**config.mk**
```make
export PLATFORM = sky130hd
export DESIGN_NAME = pmu_top
export DESIGN_NICKNAME = d
export VERILOG_FILES = /design/src/logic/pmu_pkg.sv /design/src/logic/pmu_regbank.sv /design/src/logic/pmu_counters.sv /design/src/logic/pmu_overflow.sv /design/src/logic/pmu_quota.sv /design/src/logic/pmu_top.sv
export VERILOG_INCLUDE_DIRS = /design/src /design/src/logic
export SDC_FILE = /design/constraint.sdc
export NUM_CORES = 2
export LEC_CHECK = 0
export BUFFER_PORTS_ARGS = -buffer_cell sky130_fd_sc_hd__buf_2
export CAP_MARGIN = 20
export CORE_MARGIN = 4
export CORE_UTILIZATION = 60
export CTS_CLUSTER_DIAMETER = 200
export DETAILED_ROUTE_END_ITERATION = 7
export GPL_TIMING_DRIVEN = 0
export PLACE_DENSITY = 0.77
export SETUP_SLACK_MARGIN = 0.5
export SLEW_MARGIN = 40
export SYNTH_ARGS = -nofsm -noshare
export SYNTH_HDL_FRONTEND = slang
export SYNTH_SLANG_ARGS = --single-unit
```
**constraint.sdc**
```tcl
create_clock -name clk_i -period 28.2 [get_ports clk_i]
set_clock_uncertainty 0.1 [all_clocks]
set_input_delay 0 -clock clk_i [delete_from_list [all_inputs] [get_ports clk_i]]
set_output_delay 0 -clock clk_i [all_outputs]
set_load 0.1 [all_outputs]
```
**src/logic/pmu_config.svh**
```systemverilog
// PMU configuration macros: widths, counter count and register map
`ifndef PMU_CONFIG_SVH
`define PMU_CONFIG_SVH

// --------------------------------------------------
// Datapath sizes
// --------------------------------------------------

// Register and counter width
`define PMU_REG_WIDTH 32
// Event inputs, one counter each
`define PMU_N_COUNTERS 9
// Register port address width
`define PMU_ADDR_WIDTH 4

// --------------------------------------------------
// Register map
// --------------------------------------------------

// Main configuration word
`define PMU_ADDR_CFG 0
// First counter, counters packed upwards from here
`define PMU_ADDR_CNT_BASE 1
// Overflow interrupt mask
`define PMU_ADDR_OVF_MASK 10
// Sticky overflow vector, read only
`define PMU_ADDR_OVF_VECT 11
// Counters taking part in the quota sum
`define PMU_ADDR_QUOTA_MASK 12
// Quota threshold
`define PMU_ADDR_QUOTA_LIMIT 13

// --------------------------------------------------
// Configuration word bit positions
// --------------------------------------------------

`define PMU_CFG_EN 0
`define PMU_CFG_SOFTRST 1
`define PMU_CFG_OVF_EN 2
`define PMU_CFG_OVF_SOFTRST 3
`define PMU_CFG_QUOTA_SOFTRST 4
// Low bit of the two-bit self-test field
`define PMU_CFG_SELFTEST_LSB 30

`endif

```
**src/logic/pmu_pkg.sv**
```systemverilog
// PMU shared types: self-test modes, decoded configuration and counter arrays
`include "pmu_config.svh"

package pmu_pkg;

    // --------------------------------------------------
    // Self-test event override
    // --------------------------------------------------

    // Encoding follows the two config bits directly
    typedef enum logic [1:0] {
        SELFTEST_OFF     = 2'b00,
        SELFTEST_ALL_ON  = 2'b01,
        SELFTEST_ALL_OFF = 2'b10,
        SELFTEST_ONE_ON  = 2'b11
    } selftest_e;

    // Decoded control bits of the config word
    typedef struct packed {
        selftest_e selftest;
        logic      quota_softrst;
        logic      ovf_softrst;
        logic      ovf_en;
        logic      softrst;
        logic      en;
    } pmu_cfg_t;

    // --------------------------------------------------
    // Counter datapath types
    // --------------------------------------------------

    // One bit per counter
    typedef logic [`PMU_N_COUNTERS-1:0] event_vec_t;

    // Single counter value
    typedef logic [`PMU_REG_WIDTH-1:0] counter_t;

    // All counters side by side, index 0 in the low bits
    typedef counter_t [`PMU_N_COUNTERS-1:0] counter_array_t;

    // Preload request from a register write
    typedef struct packed {
        logic                       valid;
        logic [`PMU_ADDR_WIDTH-1:0] idx;
        counter_t                   value;
    } cnt_load_t;

endpackage

```
**src/logic/pmu_regbank.sv**
```systemverilog
// PMU register bank: config, masks and limit, counter preload decode and read mux
`timescale 1ns/1ps
`include "pmu_config.svh"

module pmu_regbank (
    input  logic                        clk_i,
    input  logic                        rst_n_i,
    input  logic                        reg_we_i,
    input  logic [`PMU_ADDR_WIDTH-1:0]  reg_addr_i,
    input  pmu_pkg::counter_t           reg_wdata_i,
    input  pmu_pkg::counter_array_t     counts_i,
    input  pmu_pkg::event_vec_t         ovf_vect_i,
    output pmu_pkg::counter_t           reg_rdata_o,
    output pmu_pkg::pmu_cfg_t           cfg_o,
    output pmu_pkg::cnt_load_t          cnt_load_o,
    output pmu_pkg::event_vec_t         ovf_mask_o,
    output pmu_pkg::event_vec_t         quota_mask_o,
    output pmu_pkg::counter_t           quota_limit_o
);

    // Counter window bounds in address space
    localparam logic [`PMU_ADDR_WIDTH-1:0] CNT_FIRST = `PMU_ADDR_CNT_BASE;
    localparam logic [`PMU_ADDR_WIDTH-1:0] CNT_LAST  =
        `PMU_ADDR_CNT_BASE + `PMU_N_COUNTERS - 1;

    // Software-owned registers
    pmu_pkg::counter_t   cfg_q;
    pmu_pkg::event_vec_t ovf_mask_q;
    pmu_pkg::event_vec_t quota_mask_q;
    pmu_pkg::counter_t   quota_limit_q;

    // Counter window decode
    logic                       cnt_hit;
    logic [`PMU_ADDR_WIDTH-1:0] cnt_idx;

    assign cnt_hit = (reg_addr_i >= CNT_FIRST) && (reg_addr_i <= CNT_LAST);
    // Offset into the counter array
    assign cnt_idx = reg_addr_i - CNT_FIRST;

    // --------------------------------------------------
    // Write side
    // --------------------------------------------------

    always_ff @(posedge clk_i or negedge rst_n_i) begin
        if (!rst_n_i) begin
            cfg_q         <= '0;
            ovf_mask_q    <= '0;
            quota_mask_q  <= '0;
            quota_limit_q <= '0;
        end else if (reg_we_i) begin
            // Counter and vector addresses are not stored here
            case (reg_addr_i)
                `PMU_ADDR_CFG:         cfg_q         <= reg_wdata_i;
                `PMU_ADDR_OVF_MASK:    ovf_mask_q    <= reg_wdata_i[`PMU_N_COUNTERS-1:0];
                `PMU_ADDR_QUOTA_MASK:  quota_mask_q  <= reg_wdata_i[`PMU_N_COUNTERS-1:0];
                `PMU_ADDR_QUOTA_LIMIT: quota_limit_q <= reg_wdata_i;
                default: ;
            endcase
        end
    end

    // Preload request, taken by the counters on this same edge
    always_comb begin
        cnt_load_o.valid = reg_we_i && cnt_hit;
        cnt_load_o.idx   = cnt_idx;
        cnt_load_o.value = reg_wdata_i;
    end

    // Config bits out to the monitoring blocks
    always_comb begin
        cfg_o.en            = cfg_q[`PMU_CFG_EN];
        cfg_o.softrst       = cfg_q[`PMU_CFG_SOFTRST];
        cfg_o.ovf_en        = cfg_q[`PMU_CFG_OVF_EN];
        cfg_o.ovf_softrst   = cfg_q[`PMU_CFG_OVF_SOFTRST];
        cfg_o.quota_softrst = cfg_q[`PMU_CFG_QUOTA_SOFTRST];
        cfg_o.selftest      = pmu_pkg::selftest_e'(cfg_q[`PMU_CFG_SELFTEST_LSB +: 2]);
    end

    assign ovf_mask_o    = ovf_mask_q;
    assign quota_mask_o  = quota_mask_q;
    assign quota_limit_o = quota_limit_q;

    // --------------------------------------------------
    // Read side
    // --------------------------------------------------

    always_comb begin
        reg_rdata_o = '0;
        if (cnt_hit) begin
            reg_rdata_o = counts_i[cnt_idx];
        end else begin
            // Narrow registers are zero extended
            case (reg_addr_i)
                `PMU_ADDR_CFG:         reg_rdata_o = cfg_q;
                `PMU_ADDR_OVF_MASK:    reg_rdata_o = pmu_pkg::counter_t'(ovf_mask_q);
                `PMU_ADDR_OVF_VECT:    reg_rdata_o = pmu_pkg::counter_t'(ovf_vect_i);
                `PMU_ADDR_QUOTA_MASK:  reg_rdata_o = pmu_pkg::counter_t'(quota_mask_q);
                `PMU_ADDR_QUOTA_LIMIT: reg_rdata_o = quota_limit_q;
                // Unmapped space
                default:               reg_rdata_o = '0;
            endcase
        end
    end

endmodule

```
**src/logic/pmu_counters.sv**
```systemverilog
// PMU event counters with self-test override, preload, soft reset and wrap flags
`timescale 1ns/1ps
`include "pmu_config.svh"

module pmu_counters (
    input  logic                    clk_i,
    input  logic                    rst_n_i,
    input  pmu_pkg::event_vec_t     events_i,
    input  pmu_pkg::pmu_cfg_t       cfg_i,
    input  pmu_pkg::cnt_load_t      cnt_load_i,
    output pmu_pkg::counter_array_t counts_o,
    output pmu_pkg::event_vec_t     wrap_o
);

    // Events after the self-test override
    pmu_pkg::event_vec_t     events_eff;
    // Per-counter increment and preload selects
    pmu_pkg::event_vec_t     inc;
    pmu_pkg::event_vec_t     load_hit;
    pmu_pkg::counter_array_t counts_q;

    // --------------------------------------------------
    // Self-test override
    // --------------------------------------------------

    always_comb begin
        case (cfg_i.selftest)
            pmu_pkg::SELFTEST_OFF:     events_eff = events_i;
            pmu_pkg::SELFTEST_ALL_ON:  events_eff = '1;
            pmu_pkg::SELFTEST_ALL_OFF: events_eff = '0;
            // Only counter 0 sees activity
            pmu_pkg::SELFTEST_ONE_ON:  events_eff = pmu_pkg::event_vec_t'(1);
            default:                   events_eff = events_i;
        endcase
    end

    // --------------------------------------------------
    // Increment, preload and wrap decode
    // --------------------------------------------------

    always_comb begin
        for (int i = 0; i < `PMU_N_COUNTERS; i++) begin
            load_hit[i] = cnt_load_i.valid && (int'(cnt_load_i.idx) == i);
            // Counting gated by enable, blocked during soft reset
            inc[i]      = cfg_i.en && !cfg_i.softrst && events_eff[i];
            // All ones plus one, unless a preload wins
            wrap_o[i]   = inc[i] && !load_hit[i] && (counts_q[i] == '1);
        end
    end

    // Soft reset over preload over increment
    always_ff @(posedge clk_i or negedge rst_n_i) begin
        if (!rst_n_i) begin
            counts_q <= '0;
        end else if (cfg_i.softrst) begin
            counts_q <= '0;
        end else begin
            for (int i = 0; i < `PMU_N_COUNTERS; i++) begin
                if (load_hit[i]) begin
                    counts_q[i] <= cnt_load_i.value;
                end else if (inc[i]) begin
                    // Rolls over to zero after all ones
                    counts_q[i] <= counts_q[i] + 1'b1;
                end
            end
        end
    end

    assign counts_o = counts_q;

endmodule

```
**src/logic/pmu_overflow.sv**
```systemverilog
// PMU overflow tracking: sticky per-counter wrap vector and masked interrupt
`timescale 1ns/1ps

module pmu_overflow (
    input  logic                clk_i,
    input  logic                rst_n_i,
    input  pmu_pkg::pmu_cfg_t   cfg_i,
    input  pmu_pkg::event_vec_t wrap_i,
    input  pmu_pkg::event_vec_t mask_i,
    output pmu_pkg::event_vec_t vect_o,
    output logic                intr_overflow_o
);

    // Sticky wrap record
    pmu_pkg::event_vec_t vect_q;

    // --------------------------------------------------
    // Sticky vector
    // --------------------------------------------------

    always_ff @(posedge clk_i or negedge rst_n_i) begin
        if (!rst_n_i) begin
            vect_q <= '0;
        end else if (cfg_i.ovf_softrst) begin
            // Whole vector cleared at once
            vect_q <= '0;
        end else if (cfg_i.ovf_en) begin
            // Wraps accumulate, never self-clear
            vect_q <= vect_q | wrap_i;
        end
    end

    assign vect_o = vect_q;

    // Any recorded wrap that software left unmasked
    assign intr_overflow_o = |(vect_q & mask_i);

endmodule

```
**src/logic/pmu_quota.sv**
```systemverilog
// PMU quota check: registered sum of selected counters compared to a limit
`timescale 1ns/1ps
`include "pmu_config.svh"

module pmu_quota (
    input  logic                    clk_i,
    input  logic                    rst_n_i,
    input  pmu_pkg::pmu_cfg_t       cfg_i,
    input  pmu_pkg::counter_array_t counts_i,
    input  pmu_pkg::event_vec_t     mask_i,
    input  pmu_pkg::counter_t       limit_i,
    output logic                    intr_quota_o
);

    // Combinational sum and its registered copy
    pmu_pkg::counter_t sum_next;
    pmu_pkg::counter_t sum_q;

    // --------------------------------------------------
    // Masked accumulation
    // --------------------------------------------------

    // Carries out of the top bit are dropped
    always_comb begin
        sum_next = '0;
        for (int i = 0; i < `PMU_N_COUNTERS; i++) begin
            if (mask_i[i]) begin
                sum_next = sum_next + counts_i[i];
            end
        end
    end

    // One stage of delay against the counters
    always_ff @(posedge clk_i or negedge rst_n_i) begin
        if (!rst_n_i) begin
            sum_q <= '0;
        end else if (cfg_i.quota_softrst) begin
            // Held at zero while soft reset stays set
            sum_q <= '0;
        end else begin
            sum_q <= sum_next;
        end
    end

    // --------------------------------------------------
    // Threshold compare
    // --------------------------------------------------

    // Strictly above the limit
    assign intr_quota_o = (sum_q > limit_i);

endmodule

```
**src/logic/pmu_top.sv**
```systemverilog
// PMU top level: register bank feeding the counter, overflow and quota blocks
`timescale 1ns/1ps
`include "pmu_config.svh"

module pmu_top (
    input  logic                       clk_i,
    input  logic                       rst_n_i,
    input  pmu_pkg::event_vec_t        events_i,
    input  logic                       reg_we_i,
    input  logic [`PMU_ADDR_WIDTH-1:0] reg_addr_i,
    input  pmu_pkg::counter_t          reg_wdata_i,
    output pmu_pkg::counter_t          reg_rdata_o,
    output logic                       intr_overflow_o,
    output logic                       intr_quota_o
);

    // Register bank outputs
    pmu_pkg::pmu_cfg_t       cfg;
    pmu_pkg::cnt_load_t      cnt_load;
    pmu_pkg::event_vec_t     ovf_mask;
    pmu_pkg::event_vec_t     quota_mask;
    pmu_pkg::counter_t       quota_limit;
    // Monitoring block outputs
    pmu_pkg::counter_array_t counts;
    pmu_pkg::event_vec_t     wrap;
    pmu_pkg::event_vec_t     ovf_vect;

    // Software view
    pmu_regbank u_regbank (
        .clk_i         (clk_i),
        .rst_n_i       (rst_n_i),
        .reg_we_i      (reg_we_i),
        .reg_addr_i    (reg_addr_i),
        .reg_wdata_i   (reg_wdata_i),
        .counts_i      (counts),
        .ovf_vect_i    (ovf_vect),
        .reg_rdata_o   (reg_rdata_o),
        .cfg_o         (cfg),
        .cnt_load_o    (cnt_load),
        .ovf_mask_o    (ovf_mask),
        .quota_mask_o  (quota_mask),
        .quota_limit_o (quota_limit)
    );

    pmu_counters u_counters (
        .clk_i      (clk_i),
        .rst_n_i    (rst_n_i),
        .events_i   (events_i),
        .cfg_i      (cfg),
        .cnt_load_i (cnt_load),
        .counts_o   (counts),
        .wrap_o     (wrap)
    );

    // Wrap pulses into the sticky vector
    pmu_overflow u_overflow (
        .clk_i           (clk_i),
        .rst_n_i         (rst_n_i),
        .cfg_i           (cfg),
        .wrap_i          (wrap),
        .mask_i          (ovf_mask),
        .vect_o          (ovf_vect),
        .intr_overflow_o (intr_overflow_o)
    );

    pmu_quota u_quota (
        .clk_i        (clk_i),
        .rst_n_i      (rst_n_i),
        .cfg_i        (cfg),
        .counts_i     (counts),
        .mask_i       (quota_mask),
        .limit_i      (quota_limit),
        .intr_quota_o (intr_quota_o)
    );

endmodule

```
==> run_results.csv <==
group,metric,value,unit
status,outcome,"finished clean",
routing,vias,42800,
sta,fin_setup_tns,0,ps
power_and_ir_drop,internal-power,1.70,mW
critical_path,reg2reg_from,"u_regbank.quota_mask_o[0]",
die,ios,82,
global_route,grt_start_max_net_pins,74,
clock_network,cts_tree,"built",
power_and_ir_drop,leakagePower,19.9,nW
die,core_area,0.0662,mm²
yosys,yosysSeqAreaShare,0.255,
clock_network,path_clk_slew,60,ps
critical_path,required,28630,ps
critical_path,critPathCaptureType,"flip-flop",
clock_network,cts_resized,0,
sta,period_share,0.653,
power_and_ir_drop,seq_power_share,0.252,
clock_network,cts_buffer_depth,3,
power_and_ir_drop,power_density,74.2,mW/mm²
clock_network,insertion_delay,660,ps
yosys,ys.flop_type,"dfrtp_1",
cells_and_area,final_nets,5479,
placed_design,dp_cells,5888,
routing,viasPerCell,7.09,
yosys,synth-seq-cells,411,
yosys,synth.most_common_cell,"nor2_1",
sta,period_minus_slack,18410,ps
cells_and_area,area_delta_synth_final,10.9,%
clock_network,cts_buffers,49,
critical_path,slowest_stage,"clkbuf_1",
power_and_ir_drop,p_total,3.32,mW
routing,drc,0,
job,drv_cap,0,
sta,hold_violations,0,
yosys,syn-num-nets,5281,
die,die_x,267,µm
sta,slew_viol_final,0,
sta,max_slew_margin,0.374,
power_and_ir_drop,switching_share,0.489,
die,initial_core_util,0.610,
critical_path,path_delay_family,"compound AO/OA/AOI/OAI gates",
clock_network,clock-root-buffer,"clkbuf_16",
min_path,min_path_cells,4,
critical_path,r2r_cells,71,
sta,fin_ws,9790,ps
power_and_ir_drop,comb_power_share,0.540,
power_and_ir_drop,clkPwrFrac,0.208,
critical_path,reg2reg_slack,9790,ps
critical_path,worstSetupPathType,"reg -> reg",
min_path,min_to,"u_counters.counts_o[23]",
global_route,grt_usage,0.515,
placed_design,preCtsSetupSlack,10740,ps
routing,drtAntennaViolNets,0,
clock_network,cts_htree_levels,2,
power_and_ir_drop,vdd_ir_drop_max,0.0584,mV
yosys,syn_area,0.0404,mm²
clock_network,cts.sinks,411,
placed_design,port_buffers,79,
yosys,async_reset_ff_frac,1.00,
critical_path,crit_path_start_kind,"flip-flop",
cells_and_area,drive_above_1_share,0.0974,
yosys,synth.avg_cell_area,8.20,µm²
critical_path,worstPathArrival,18840,ps
critical_path,critPathMaxFanout,10,
global_route,antenna_found_initial,9,
die,die_area,0.0715,mm²
placed_design,place.gp.congestion,1.09,
sta,holdWs,131,ps
critical_path,cp_slowest_stage_delay,580,ps
global_route,grt_pass1_wl,269000,µm
yosys,synth_area_leaders,"dfrtp_1 25%, ha_1 9.3%, xor2_1 5.7%, a211oi_1 5.3%, nor2_1 5.1%",
critical_path,path_buf_inv,9,
die,num_rows,94,
sta,tightest_slew,939,ps
placed_design,dp_hpwl,147000,µm
sta,setup_viol,0,
cells_and_area,fill_cells,5601,
cells_and_area,final_cells,6040,
min_path,hp-class,"in -> reg",
sta,fmax,0.0543,GHz
min_path,holdCritStartpoint,"reg_wdata_i[23]",
global_route,grt_remaining_overflow,0,
yosys,synth_top_area_frac,0.255,
routing,routedWlPerCell,31.3,µm
die,die_height,267,µm
yosys,synth_commonest_cells,"548 x nor2_1, 484 x nand2_1, 411 x dfrtp_1, 327 x a21oi_1, 301 x ha_1",
yosys,synth-edff-count,0,
yosys,ys_warn_count,0,
global_route,grt_pass1_vias,39500,
yosys,yosysTopAreaCell,"dfrtp_1",
routing,routed_wl,189000,µm
yosys,synthesis.instances,4924,
sta,rsz0062_at_grt,"false",
critical_path,cp.depth,71,
routing,drtPass1Iterations,7,
routing,drtIter0Drc,6072,
power_and_ir_drop,p_switching,1.62,mW
yosys,yosysUniqueCellTypes,101,
critical_path,reg2reg_to,"u_quota.sum_q[31]",
-- routing by layer --
metal	vias to the layer above	GRT usage	wire [µm]
li1	18400	-	-
met1	20100	0.601	64700
met2	3280	0.729	75600
met3	1009	0.196	25700
met4	6	0.471	22800
met5	-	0.0128	78
-- registers in the layout, indices dropped and copies added, names as in the netlist --
signal / flops
u_overflow.vect_o: 9
u_quota.sum_q: 32
u_regbank.quota_limit_o: 32
u_counters.counts_o: 288
u_regbank.cfg_q: 32
u_regbank.quota_mask_o: 9
u_regbank.ovf_mask_o: 9
-- power by group through the flow --
| stage | Sequential, mW | Clock [mW] | Combinational [mW] |
|---|---|---|---|
| CTS | 0.823 | 0.682 | 1.70 |
| global placement | 0.831 | 0 | 1.64 |
| global route | 0.835 | 0.708 | 1.89 |
| detailed placement | 0.832 | 0 | 1.68 |
| finish | 0.837 | 0.692 | 1.79 |
| floorplan | 0.762 | 0 | 1.15 |
-- kinds of logic (layout without fill, tap and decap cells) --
logic type / count (synthesis) / count (layout) / synth area share
adders and majority gates: 310 / 310 / 0.0975
xor gates and xnor gates: 464 / 464 / 0.101
and+or+nand+nor: 1646 / 1646 / 0.188
muxes: 225 / 225 / 0.0796
other: 0 / 14 / 0
buffers and inverters: 443 / 681 / 0.0422
DFF: 411 / 411 / 0.255
AOI/OAI and AO/OA: 1425 / 1425 / 0.237
-- how the worst max path moves through the flow --
| stage | from | endpoint | slack (ps) |
|---|---|---|---|
| 2_1_floorplan | u_regbank.quota_mask_o[0] | u_quota.sum_q[31] | 14270 |
| 3_3_place_gp | u_regbank.quota_mask_o[0] | u_quota.sum_q[31] | 10690 |
| 3_5_place_dp | u_regbank.quota_mask_o[0] | u_quota.sum_q[31] | 10740 |
| 4_1_cts | u_regbank.quota_mask_o[0] | u_quota.sum_q[31] | 10680 |
| 5_1_grt | u_regbank.quota_mask_o[0] | u_quota.sum_q[31] | 9180 |
| 6_report | u_regbank.quota_mask_o[0] | u_quota.sum_q[31] | 9790 |
-- through the flow --
| step | instance area (µm²) | utilization |
|---|---|---|
| after global routing | 44700 | 0.676 |
| after floorplan | 40400 | - |
| after global placement | 41900 | 0.632 |
| final | 44800 | 0.676 |
| after detailed placement | 42500 | 0.642 |
| after CTS | 44700 | 0.675 |
-- cell type report --
type                            count  area (µm²)  share of cell area
Antenna cell                       14        35.0            0.000782
Buffer                            276        1130              0.0253
Clock buffer                       64        1350              0.0302
Clock inverter                     27         340             0.00760
Inverter                          167         627              0.0140
Multi-Input combinational cell   4070       28500               0.636
Sequential cell                   411       10300               0.230
Tap cell                          864        1080              0.0241
Timing Repair Buffer              147        1450              0.0324
-- worst register-to-register path: cells and delay by family (launching register included) --
family	cells	cell delay [ps]
compound gates	31	7870
fa+ha+maj	8	2860
simple gates	14	2600
buf+inv	9	2480
xor+xnor	7	1340
mux	2	660
flops	1	400
-- timing repair --
item / CTS / global route
hold buffers: 45 / 1
setup buffers: 0 / 0
endpoints found under the hold margin: 415 / 2
endpoints found under the setup margin: 0 / 0
-- layout by cell type, fill, tap and decap left out, types with 17 or more instances in the layout --
master,Yosys,routed
xor2_1,261,261
inv_1,165,165
nor2b_1,48,48
o21ai_0,190,186
xnor2_1,202,202
a21oi_1,327,327
nor3_1,45,44
a22o_1,17,17
and4_1,25,25
mux2_2,129,129
buf_16,0,21
mux4_2,64,64
a221oi_1,23,21
nand2_1,484,483
nand3_1,149,149
and2_1,50,50
mux2i_1,32,32
a31oi_1,42,42
and3_1,79,79
a311oi_1,22,22
dlygate4sd3_1,0,45
buf_1,33,23
o211ai_1,34,34
nand4_1,82,82
clkbuf_1,228,199
nor2_1,548,544
clkbuf_16,0,49
o22ai_1,41,41
or3_1,37,37
buf_2,8,93
a22oi_1,47,47
dfrtp_1,411,411
o21ai_1,41,43
o21bai_1,34,34
a211oi_1,287,285
o21a_1,49,49
ha_1,301,301
clkbuf_2,0,40
nand2b_1,48,48
a21o_1,131,131
Note: power is estimated with default switching activity, not from simulation.
